## src/logic/issue_pkg.sv

```systemverilog
`default_nettype none

package issue_pkg;

    typedef logic [31:0] word_t;
    typedef logic [4:0]  reg_idx_t;
    typedef logic [3:0]  tag_t;     // Tag zero means the value is present.

    localparam int NUM_REGS       = 32;
    localparam int FUNCT7_ALT_BIT = 5;  // Selects sub and sra.

    typedef enum logic [6:0] {
        op_lui   = 7'b0110111,
        op_auipc = 7'b0010111,
        op_imm   = 7'b0010011,
        op_reg   = 7'b0110011
    } opcode_t;

    typedef enum logic [2:0] {
        add  = 3'b000,
        sll  = 3'b001,
        slt  = 3'b010,
        sltu = 3'b011,
        axor = 3'b100,
        sr   = 3'b101,
        aor  = 3'b110,
        aand = 3'b111
    } arith_funct3_t;

    // The shared codes match funct3 so most operations pass straight through.
    typedef enum logic [2:0] {
        alu_add = 3'b000,
        alu_sll = 3'b001,
        alu_sra = 3'b010,
        alu_sub = 3'b011,
        alu_xor = 3'b100,
        alu_srl = 3'b101,
        alu_or  = 3'b110,
        alu_and = 3'b111
    } alu_op_t;

    typedef enum logic [2:0] {
        cmp_blt  = 3'b100,
        cmp_bltu = 3'b110
    } cmp_op_t;

    typedef enum logic [1:0] {
        rob_reg  = 2'b00,
        rob_st   = 2'b01,
        rob_br   = 2'b10,
        rob_jalr = 2'b11
    } rob_op_t;

endpackage

`default_nettype wire

```

## src/logic/queue_if.sv

```systemverilog
`default_nettype none
`timescale 1ns/1ns

interface queue_if;
    import issue_pkg::*;

    logic  head_valid;
    word_t head_pc;
    word_t head_inst;
    logic  shift;       // Pops the head at the next edge.

    modport queue (
        output head_valid,
        output head_pc,
        output head_inst,
        input  shift
    );

    modport decoder (
        input  head_valid,
        input  head_pc,
        input  head_inst,
        output shift
    );

endinterface

`default_nettype wire

```

## src/logic/operand_if.sv

```systemverilog
`default_nettype none
`timescale 1ns/1ns

interface operand_if;
    import issue_pkg::*;

    reg_idx_t rs1;
    reg_idx_t rs2;
    logic     load_tag;
    tag_t     new_tag;
    reg_idx_t rd;

    // Read results, with any bus result of this cycle already merged in.
    tag_t     qj;
    tag_t     qk;
    word_t    vj;
    word_t    vk;

    modport decoder (
        output rs1,
        output rs2,
        output load_tag,
        output new_tag,
        output rd,
        input  qj,
        input  qk,
        input  vj,
        input  vk
    );

    modport status (
        input  rs1,
        input  rs2,
        input  load_tag,
        input  new_tag,
        input  rd,
        output qj,
        output qk,
        output vj,
        output vk
    );

endinterface

`default_nettype wire

```

## src/logic/inst_queue.sv

```systemverilog
`default_nettype none
`timescale 1ns/1ns

module inst_queue #(
    parameter int DEPTH = 4
) (
    input  logic             clk,
    input  logic             rst,
    input  logic             i_valid,
    input  issue_pkg::word_t i_pc,
    input  issue_pkg::word_t i_inst,
    output logic             o_ready,
    queue_if.queue           q
);
    import issue_pkg::*;

    localparam int PTR_W = $clog2(DEPTH);
    localparam int CNT_W = $clog2(DEPTH + 1);
    localparam logic [PTR_W-1:0] LAST_PTR   = PTR_W'(DEPTH - 1);
    localparam logic [CNT_W-1:0] FULL_COUNT = CNT_W'(DEPTH);

    word_t            pc_mem   [DEPTH];
    word_t            inst_mem [DEPTH];
    logic [PTR_W-1:0] wr_ptr;
    logic [PTR_W-1:0] rd_ptr;
    logic [CNT_W-1:0] count;
    logic             full;
    logic             wr_en;

    function automatic logic [PTR_W-1:0] next_ptr(logic [PTR_W-1:0] ptr);
        return (ptr == LAST_PTR) ? '0 : ptr + 1'b1;
    endfunction

    assign full         = (count == FULL_COUNT);
    assign o_ready      = !full;
    assign wr_en        = i_valid && !full;
    assign q.head_valid = (count != '0);
    assign q.head_pc    = pc_mem[rd_ptr];
    assign q.head_inst  = inst_mem[rd_ptr];

    always_ff @(posedge clk) begin
        if (wr_en) begin
            pc_mem[wr_ptr]   <= i_pc;
            inst_mem[wr_ptr] <= i_inst;
        end
    end

    always_ff @(posedge clk) begin
        if (rst) begin
            wr_ptr <= '0;
            rd_ptr <= '0;
            count  <= '0;
        end else begin
            if (wr_en) wr_ptr <= next_ptr(wr_ptr);
            if (q.shift) rd_ptr <= next_ptr(rd_ptr);
            case ({wr_en, q.shift})
                2'b10:   count <= count + 1'b1;
                2'b01:   count <= count - 1'b1;
                default: count <= count;
            endcase
        end
    end

    // The count never passes the depth, so no write lands on a full queue.
    assert property (@(posedge clk) disable iff (rst) count <= FULL_COUNT);

    // The decoder may only pop an entry that is there.
    assert property (@(posedge clk) disable iff (rst) q.shift |-> q.head_valid);

endmodule

`default_nettype wire

```

## src/logic/reg_status.sv

```systemverilog
`default_nettype none
`timescale 1ns/1ns

module reg_status (
    input  logic             clk,
    input  logic             rst,
    input  logic             i_cdb_valid,
    input  issue_pkg::tag_t  i_cdb_tag,
    input  issue_pkg::word_t i_cdb_value,
    operand_if.status        ops
);
    import issue_pkg::*;

    word_t values [NUM_REGS];
    tag_t  tags   [NUM_REGS];   // Nonzero while a result is still on its way.

    // True when the bus carries the result this register is waiting for.
    function automatic logic cdb_hit(reg_idx_t idx);
        return i_cdb_valid && (tags[idx] != '0) && (tags[idx] == i_cdb_tag);
    endfunction

    function automatic tag_t src_tag(reg_idx_t idx);
        if (idx == '0 || cdb_hit(idx)) begin
            return '0;
        end
        return tags[idx];
    endfunction

    function automatic word_t src_value(reg_idx_t idx);
        if (idx == '0) begin
            return '0;
        end
        if (cdb_hit(idx)) begin
            return i_cdb_value;     // Bypass the result written at this edge.
        end
        return values[idx];
    endfunction

    always_comb begin
        ops.qj = src_tag(ops.rs1);
        ops.qk = src_tag(ops.rs2);
        ops.vj = src_value(ops.rs1);
        ops.vk = src_value(ops.rs2);
    end

    // Register zero is never written, so it keeps its reset state.
    always_ff @(posedge clk) begin
        if (rst) begin
            values <= '{default: '0};
            tags   <= '{default: '0};
        end else begin
            for (int i = 1; i < NUM_REGS; i++) begin
                if (ops.load_tag && ops.rd == reg_idx_t'(i)) begin
                    // A newer producer takes over even if the old result lands now.
                    tags[i] <= ops.new_tag;
                end else if (cdb_hit(reg_idx_t'(i))) begin
                    values[i] <= i_cdb_value;
                    tags[i]   <= '0;
                end
            end
        end
    end

    // The decoder discards writes to x0 and must never claim it.
    assert property (@(posedge clk) disable iff (rst) ops.load_tag |-> ops.rd != '0);

endmodule

`default_nettype wire

```

## src/logic/issue_decoder.sv

```systemverilog
`default_nettype none
`timescale 1ns/1ns

module issue_decoder (
    input  logic                clk,
    input  logic                rst,
    queue_if.decoder            q,
    operand_if.decoder          ops,
    input  issue_pkg::tag_t     i_free_tag,
    input  logic                i_alu_ready,
    input  logic                i_cmp_ready,
    output logic                o_alu_valid,
    output issue_pkg::alu_op_t  o_alu_op,
    output issue_pkg::word_t    o_alu_vj,
    output issue_pkg::word_t    o_alu_vk,
    output issue_pkg::tag_t     o_alu_qj,
    output issue_pkg::tag_t     o_alu_qk,
    output issue_pkg::tag_t     o_alu_dest,
    output logic                o_cmp_valid,
    output issue_pkg::cmp_op_t  o_cmp_op,
    output issue_pkg::word_t    o_cmp_vj,
    output issue_pkg::word_t    o_cmp_vk,
    output issue_pkg::tag_t     o_cmp_qj,
    output issue_pkg::tag_t     o_cmp_qk,
    output issue_pkg::tag_t     o_cmp_dest,
    output logic                o_rob_valid,
    output issue_pkg::rob_op_t  o_rob_op,
    output issue_pkg::word_t    o_rob_dest
);
    import issue_pkg::*;

    opcode_t       opcode;
    arith_funct3_t funct3;
    logic [6:0]    funct7;
    reg_idx_t      rd;
    word_t         i_imm;
    word_t         u_imm;
    logic          alt;
    logic          supported;
    logic          to_cmp;
    logic          issue;
    alu_op_t       alu_op;
    cmp_op_t       cmp_op;
    word_t         vj;
    word_t         vk;
    tag_t          qj;
    tag_t          qk;

    assign opcode  = opcode_t'(q.head_inst[6:0]);
    assign funct3  = arith_funct3_t'(q.head_inst[14:12]);
    assign funct7  = q.head_inst[31:25];
    assign rd      = q.head_inst[11:7];
    assign i_imm   = {{20{q.head_inst[31]}}, q.head_inst[31:20]};
    assign u_imm   = {q.head_inst[31:12], 12'h000};
    assign alt     = funct7[FUNCT7_ALT_BIT];
    assign ops.rs1 = q.head_inst[19:15];
    assign ops.rs2 = q.head_inst[24:20];

    // Operation, station and operands for the head instruction.
    always_comb begin
        supported = 1'b1;
        to_cmp    = 1'b0;
        alu_op    = alu_add;
        cmp_op    = cmp_blt;
        vj        = ops.vj;
        qj        = ops.qj;
        vk        = ops.vk;
        qk        = ops.qk;
        case (opcode)
            op_imm, op_reg: begin
                if (opcode == op_imm) begin
                    vk = i_imm;
                    qk = '0;
                end
                case (funct3)
                    slt, sltu: begin
                        to_cmp = 1'b1;
                        cmp_op = (funct3 == sltu) ? cmp_bltu : cmp_blt;
                    end
                    sr:      alu_op = alt ? alu_sra : alu_srl;
                    add:     alu_op = (opcode == op_reg && alt) ? alu_sub : alu_add;
                    default: alu_op = alu_op_t'(funct3);
                endcase
            end
            op_lui, op_auipc: begin
                vj = (opcode == op_auipc) ? q.head_pc : '0;
                qj = '0;
                vk = u_imm;
                qk = '0;
            end
            default: supported = 1'b0;
        endcase
    end

    // The single issue decision; everything below follows from it.
    always_comb begin
        issue = q.head_valid && supported && rd != '0 && i_free_tag != '0 &&
                (to_cmp ? i_cmp_ready : i_alu_ready);
        q.shift      = issue || (q.head_valid && (!supported || rd == '0));
        ops.load_tag = issue;
        ops.new_tag  = i_free_tag;
        ops.rd       = rd;
    end

    always_ff @(posedge clk) begin
        if (rst) begin
            o_alu_valid <= 1'b0;
            o_cmp_valid <= 1'b0;
            o_rob_valid <= 1'b0;
        end else begin
            o_alu_valid <= issue && !to_cmp;
            o_cmp_valid <= issue && to_cmp;
            o_rob_valid <= issue;
        end
    end

    always_ff @(posedge clk) begin
        if (issue && !to_cmp) begin
            o_alu_op   <= alu_op;
            o_alu_vj   <= vj;
            o_alu_vk   <= vk;
            o_alu_qj   <= qj;
            o_alu_qk   <= qk;
            o_alu_dest <= i_free_tag;
        end
        if (issue && to_cmp) begin
            o_cmp_op   <= cmp_op;
            o_cmp_vj   <= vj;
            o_cmp_vk   <= vk;
            o_cmp_qj   <= qj;
            o_cmp_qk   <= qk;
            o_cmp_dest <= i_free_tag;
        end
        if (issue) begin
            o_rob_op   <= rob_reg;
            o_rob_dest <= word_t'(rd);  // The ROB retires into this register.
        end
    end

    // Each instruction goes to one station only.
    assert property (@(posedge clk) disable iff (rst) !(o_alu_valid && o_cmp_valid));

endmodule

`default_nettype wire

```

## src/logic/issue_unit.sv

```systemverilog
`default_nettype none
`timescale 1ns/1ns

module issue_unit #(
    parameter int QUEUE_DEPTH = 4
) (
    input  logic               clk,
    input  logic               rst,
    input  logic               i_inst_valid,
    input  issue_pkg::word_t   i_pc,
    input  issue_pkg::word_t   i_inst,
    output logic               o_inst_ready,
    input  issue_pkg::tag_t    i_free_tag,
    input  logic               i_cdb_valid,
    input  issue_pkg::tag_t    i_cdb_tag,
    input  issue_pkg::word_t   i_cdb_value,
    input  logic               i_alu_ready,
    output logic               o_alu_valid,
    output issue_pkg::alu_op_t o_alu_op,
    output issue_pkg::word_t   o_alu_vj,
    output issue_pkg::word_t   o_alu_vk,
    output issue_pkg::tag_t    o_alu_qj,
    output issue_pkg::tag_t    o_alu_qk,
    output issue_pkg::tag_t    o_alu_dest,
    input  logic               i_cmp_ready,
    output logic               o_cmp_valid,
    output issue_pkg::cmp_op_t o_cmp_op,
    output issue_pkg::word_t   o_cmp_vj,
    output issue_pkg::word_t   o_cmp_vk,
    output issue_pkg::tag_t    o_cmp_qj,
    output issue_pkg::tag_t    o_cmp_qk,
    output issue_pkg::tag_t    o_cmp_dest,
    output logic               o_rob_valid,
    output issue_pkg::rob_op_t o_rob_op,
    output issue_pkg::word_t   o_rob_dest
);

    queue_if   u_queue_if ();
    operand_if u_operand_if ();

    inst_queue #(
        .DEPTH (QUEUE_DEPTH)
    ) u_inst_queue (
        .clk     (clk),
        .rst     (rst),
        .i_valid (i_inst_valid),
        .i_pc    (i_pc),
        .i_inst  (i_inst),
        .o_ready (o_inst_ready),
        .q       (u_queue_if.queue)
    );

    reg_status u_reg_status (
        .clk         (clk),
        .rst         (rst),
        .i_cdb_valid (i_cdb_valid),
        .i_cdb_tag   (i_cdb_tag),
        .i_cdb_value (i_cdb_value),
        .ops         (u_operand_if.status)
    );

    issue_decoder u_issue_decoder (
        .clk         (clk),
        .rst         (rst),
        .q           (u_queue_if.decoder),
        .ops         (u_operand_if.decoder),
        .i_free_tag  (i_free_tag),
        .i_alu_ready (i_alu_ready),
        .i_cmp_ready (i_cmp_ready),
        .o_alu_valid (o_alu_valid),
        .o_alu_op    (o_alu_op),
        .o_alu_vj    (o_alu_vj),
        .o_alu_vk    (o_alu_vk),
        .o_alu_qj    (o_alu_qj),
        .o_alu_qk    (o_alu_qk),
        .o_alu_dest  (o_alu_dest),
        .o_cmp_valid (o_cmp_valid),
        .o_cmp_op    (o_cmp_op),
        .o_cmp_vj    (o_cmp_vj),
        .o_cmp_vk    (o_cmp_vk),
        .o_cmp_qj    (o_cmp_qj),
        .o_cmp_qk    (o_cmp_qk),
        .o_cmp_dest  (o_cmp_dest),
        .o_rob_valid (o_rob_valid),
        .o_rob_op    (o_rob_op),
        .o_rob_dest  (o_rob_dest)
    );

endmodule

`default_nettype wire

```

## config.mk

```make
export PLATFORM = sky130hd
export DESIGN_NAME = issue_unit
export DESIGN_NICKNAME = d
export VERILOG_FILES = /design/src/logic/issue_pkg.sv /design/src/logic/queue_if.sv /design/src/logic/operand_if.sv /design/src/logic/inst_queue.sv /design/src/logic/reg_status.sv /design/src/logic/issue_decoder.sv /design/src/logic/issue_unit.sv
export SDC_FILE = /design/constraint.sdc
export NUM_CORES = 2
export LEC_CHECK = 0
export ABC_AREA = 1
export BUFFER_PORTS_ARGS = -buffer_cell sky130_fd_sc_hd__clkbuf_2
export CORE_MARGIN = 4
export CORE_UTILIZATION = 45
export CTS_CLUSTER_DIAMETER = 80
export DETAILED_ROUTE_END_ITERATION = 7
export HOLD_SLACK_MARGIN = 0.05
export PLACE_DENSITY = 0.59
export RECOVER_POWER = 25
export SKIP_LAST_GASP = 1
export SYNTH_ARGS = -nofsm -noshare
export SYNTH_HDL_FRONTEND = slang
export SYNTH_SLANG_ARGS = --single-unit
```

## constraint.sdc

```tcl
create_clock -name clk -period 7.8 [get_ports clk]
set_input_delay 0.78 -clock clk [delete_from_list [all_inputs] [get_ports clk]]
set_output_delay 0.78 -clock clk [all_outputs]
set_load 0.03 [all_outputs]
```

==> results.sh <==
export IMPL_hpwlAfterDp_um=188000
export IMPL_regToRegSetupSlack_ns=1.57
export IMPL_whs_path_depth=1
export IMPL_cts_num_sinks=1545
export IMPL_setup_tns_ns=0
export IMPL_hold_start="i_inst[4]"
export IMPL_hold_class="input port to flip-flop"
export IMPL_grt_first_pass_wirelength_um=481000
export IMPL_powerDensity_nw_per_um2=419
export IMPL_finClkSkew_ns=0.0531
export IMPL_overflow=0
export IMPL_gp_congestion=0.969
export IMPL_cts_hold_buf=0
export IMPL_rows=153
export IMPL_ys_dominant_reg_cell="dfxtp_1"
export IMPL_cts_setup_buffers=0
export IMPL_end_kind="flip-flop"
export IMPL_area_delta_synth_final_pct=8.48
export IMPL_r2r_worst_path_cells=14
export IMPL_violations="capacitance limit, slew limit"
export IMPL_p_leak_uw=0.0290
export IMPL_drive_gt1_frac=0.0564
export IMPL_fp_dieArea_um2=183000
export IMPL_hold_path_end="u_inst_queue.inst_mem[2][4]"
export IMPL_ys_ff_latch=1545
export IMPL_antenna_found_initial=31
export IMPL_core_area_um2=175000
export IMPL_max_vdd_ir_drop_mv=0.492
export IMPL_placed_cells=12400
export IMPL_drt_vias_per_instance=6.23
export IMPL_synth_cell_types=58
export IMPL_clock_path_buffers=3
export IMPL_cts_buffers=170
export IMPL_maxSlewViolCount=481
export IMPL_drc=0
export IMPL_criticalPathCategory="flip-flop to flip-flop"
export IMPL_vias=79200
export IMPL_rsz0062_at_grt="false"
export IMPL_die_h_um=428
export IMPL_cp_data_arrival_time_ns=6.98
export IMPL_ys_warnings_count=0
export IMPL_avgSynthCellArea_um2=7.46
export IMPL_final_nets=10300
export IMPL_track_usage=0.342
export IMPL_worst_slew_pin_slew_ns=4.87
export IMPL_cts_max_level=4
export IMPL_ant_nets=0
export IMPL_io_pins=306
export IMPL_async_reset_ff_frac=0
export IMPL_setup_viol=0
export IMPL_dr_first_iter_drc_count=10900
export IMPL_syn_cell_area_um2=79300
export IMPL_outcome="complete, but fails checks"
export IMPL_routedWlPerCell_um=26.0
export IMPL_clockRootBuffer="clkbuf_16"
export IMPL_cp_start_kind="flip-flop"
export IMPL_fin_cells=12700
export IMPL_min_period_ns=6.23
export IMPL_fmax_mhz=161
export IMPL_synth_cells=10600
export IMPL_ys_seq_area_frac=0.443
export IMPL_r2r_end="u_reg_status.values[551]"
export IMPL_worstPathMaxFanout=45
export IMPL_drt_wl_total_um=330000
export IMPL_grt_max_degree=267
export IMPL_worst_skew_pair_late_latency_ns=0.85
export IMPL_cts_resized=0
export IMPL_numPortBuffers=274
export IMPL_fp_dieW_um=428
export IMPL_first_global_vias=71900
export IMPL_hold_viol=0
export IMPL_required_ns=8.55
export IMPL_cts_tree="built"
export IMPL_cap_violations=11
export IMPL_start_util=0.454
export IMPL_slew_headroom=-2.24
export IMPL_drtPass1Iterations=8
export IMPL_final_common_cell="o21ai_0"
export IMPL_synth_edf_count=417
export IMPL_layout_common_cells="1646 x o21ai_0, 1388 x nand2_1, 1274 x a21oi_1, 1126 x dfxtp_1, 891 x nand3_1"
export IMPL_fin_crit_sh=0.798
export IMPL_clk_pin_slew_ns=0.06
[worst max-delay path: stages (launching register included)]
cell      delay, ns
dfxtp_4        0.48
clkinv_2       0.48
nand2_1        0.19
a32oi_4        0.22
clkbuf_1       1.00
nor2_1         0.18
nor3_1         0.28
nand3_2        0.44
inv_2          0.58
buf_4          0.48
nand2_4        0.17
nand2_4        0.67
buf_4          0.46
o21ai_1        0.21
nor2_1         0.27
[cells in the mapped netlist (all sizes together), types with 30 or more instances]
master / number / area share
and2: 39 / 0.0031
inv: 833 / 0.039
edfxtp: 417 / 0.16
a21oi: 1275 / 0.080
o211ai: 348 / 0.033
clkbuf: 591 / 0.028
nor2: 745 / 0.035
buf: 432 / 0.031
nand3b: 138 / 0.013
o21ai: 1858 / 0.12
dfxtp: 1128 / 0.28
o22ai: 37 / 0.0029
nand2: 1449 / 0.072
xor2: 30 / 0.0033
o221ai: 128 / 0.014
o311ai: 59 / 0.0065
nand3: 900 / 0.058
[registers in the layout, summed over array words and instances (netlist names), 5 cells and up, named ones only]
register / count
u_issue_decoder.o_alu_vj: 32
u_inst_queue.pc_mem: 128
u_inst_queue.inst_mem: 128
u_reg_status.values: 992
u_reg_status.tags: 124
u_issue_decoder.o_cmp_vk: 32
u_issue_decoder.o_rob_dest: 5
u_issue_decoder.o_alu_vk: 32
u_issue_decoder.o_cmp_vj: 32
[cells by family (layout without fill, tap and decap cells)]
group | count (synthesis) | count (layout) | share of synthesized area
AO/OA/AOI/OAI | 3796 | 3796 | 0.264
other | 2 | 50 | 0.0000947
flip-flops | 1545 | 1545 | 0.443
XOR/XNOR | 59 | 59 | 0.00651
buffers and inverters | 1867 | 1571 | 0.0985
AND/OR/NAND/NOR | 3353 | 3353 | 0.187
adder cells (fa/ha/maj) | 7 | 7 | 0.00120
[area by class of cell]
type	count	area (um^2)
timing repair buffer	415	2310
clock inverter	71	800
tap	2325	2910
inverter	844	3220
fill	17100	88500
clock buffer	241	4910
sequential	1545	35100
multi-input combinational	7246	36700
antenna	19	47.5
[layer usage]
metal  vias to the layer above  track usage  routed length, um
li1                      35800            -                  -
met1                     37400        0.453             131000
met2                      5001        0.518             142000
met3                       925       0.0973              40600
met4                         8        0.155              15800
met5                         -            0                 40
[power by group]
group	internal [uW]	total (uW)	switching [uW]	leakage, uW
clock network	4690	8300	3610	0.00279
registers	8860	8930	66.9	0.0129
logic	4190	18800	14600	0.0133
[metrics by stage]
step	setup slack [ns]	instance area (um^2)	total power (uW)	util	hold WS, ns
6_report	1.57	86000	36100	0.493	0.188
3_5_place_dp	1.62	80600	26900	0.462	0.453
4_1_cts	1.60	86400	35200	0.495	0.0976
3_3_place_gp	1.80	80600	27000	0.462	0.446
2_1_floorplan	2.28	79400	20100	-	0.436
5_1_grt	0.858	86000	37200	0.493	0.175
[worst max path at each step]
stage / to / slack (ns) / cells past startpoint
floorplan: u_issue_decoder.o_alu_dest[0] / 2.28 / 10
global placement: u_reg_status.values[125] / 1.80 / 16
detailed placement: u_reg_status.values[106] / 1.62 / 16
CTS: u_reg_status.values[106] / 1.60 / 16
global route: u_reg_status.values[81] / 0.86 / 16
finish: u_reg_status.values[551] / 1.57 / 14
Power figures use the tool's default switching activity.
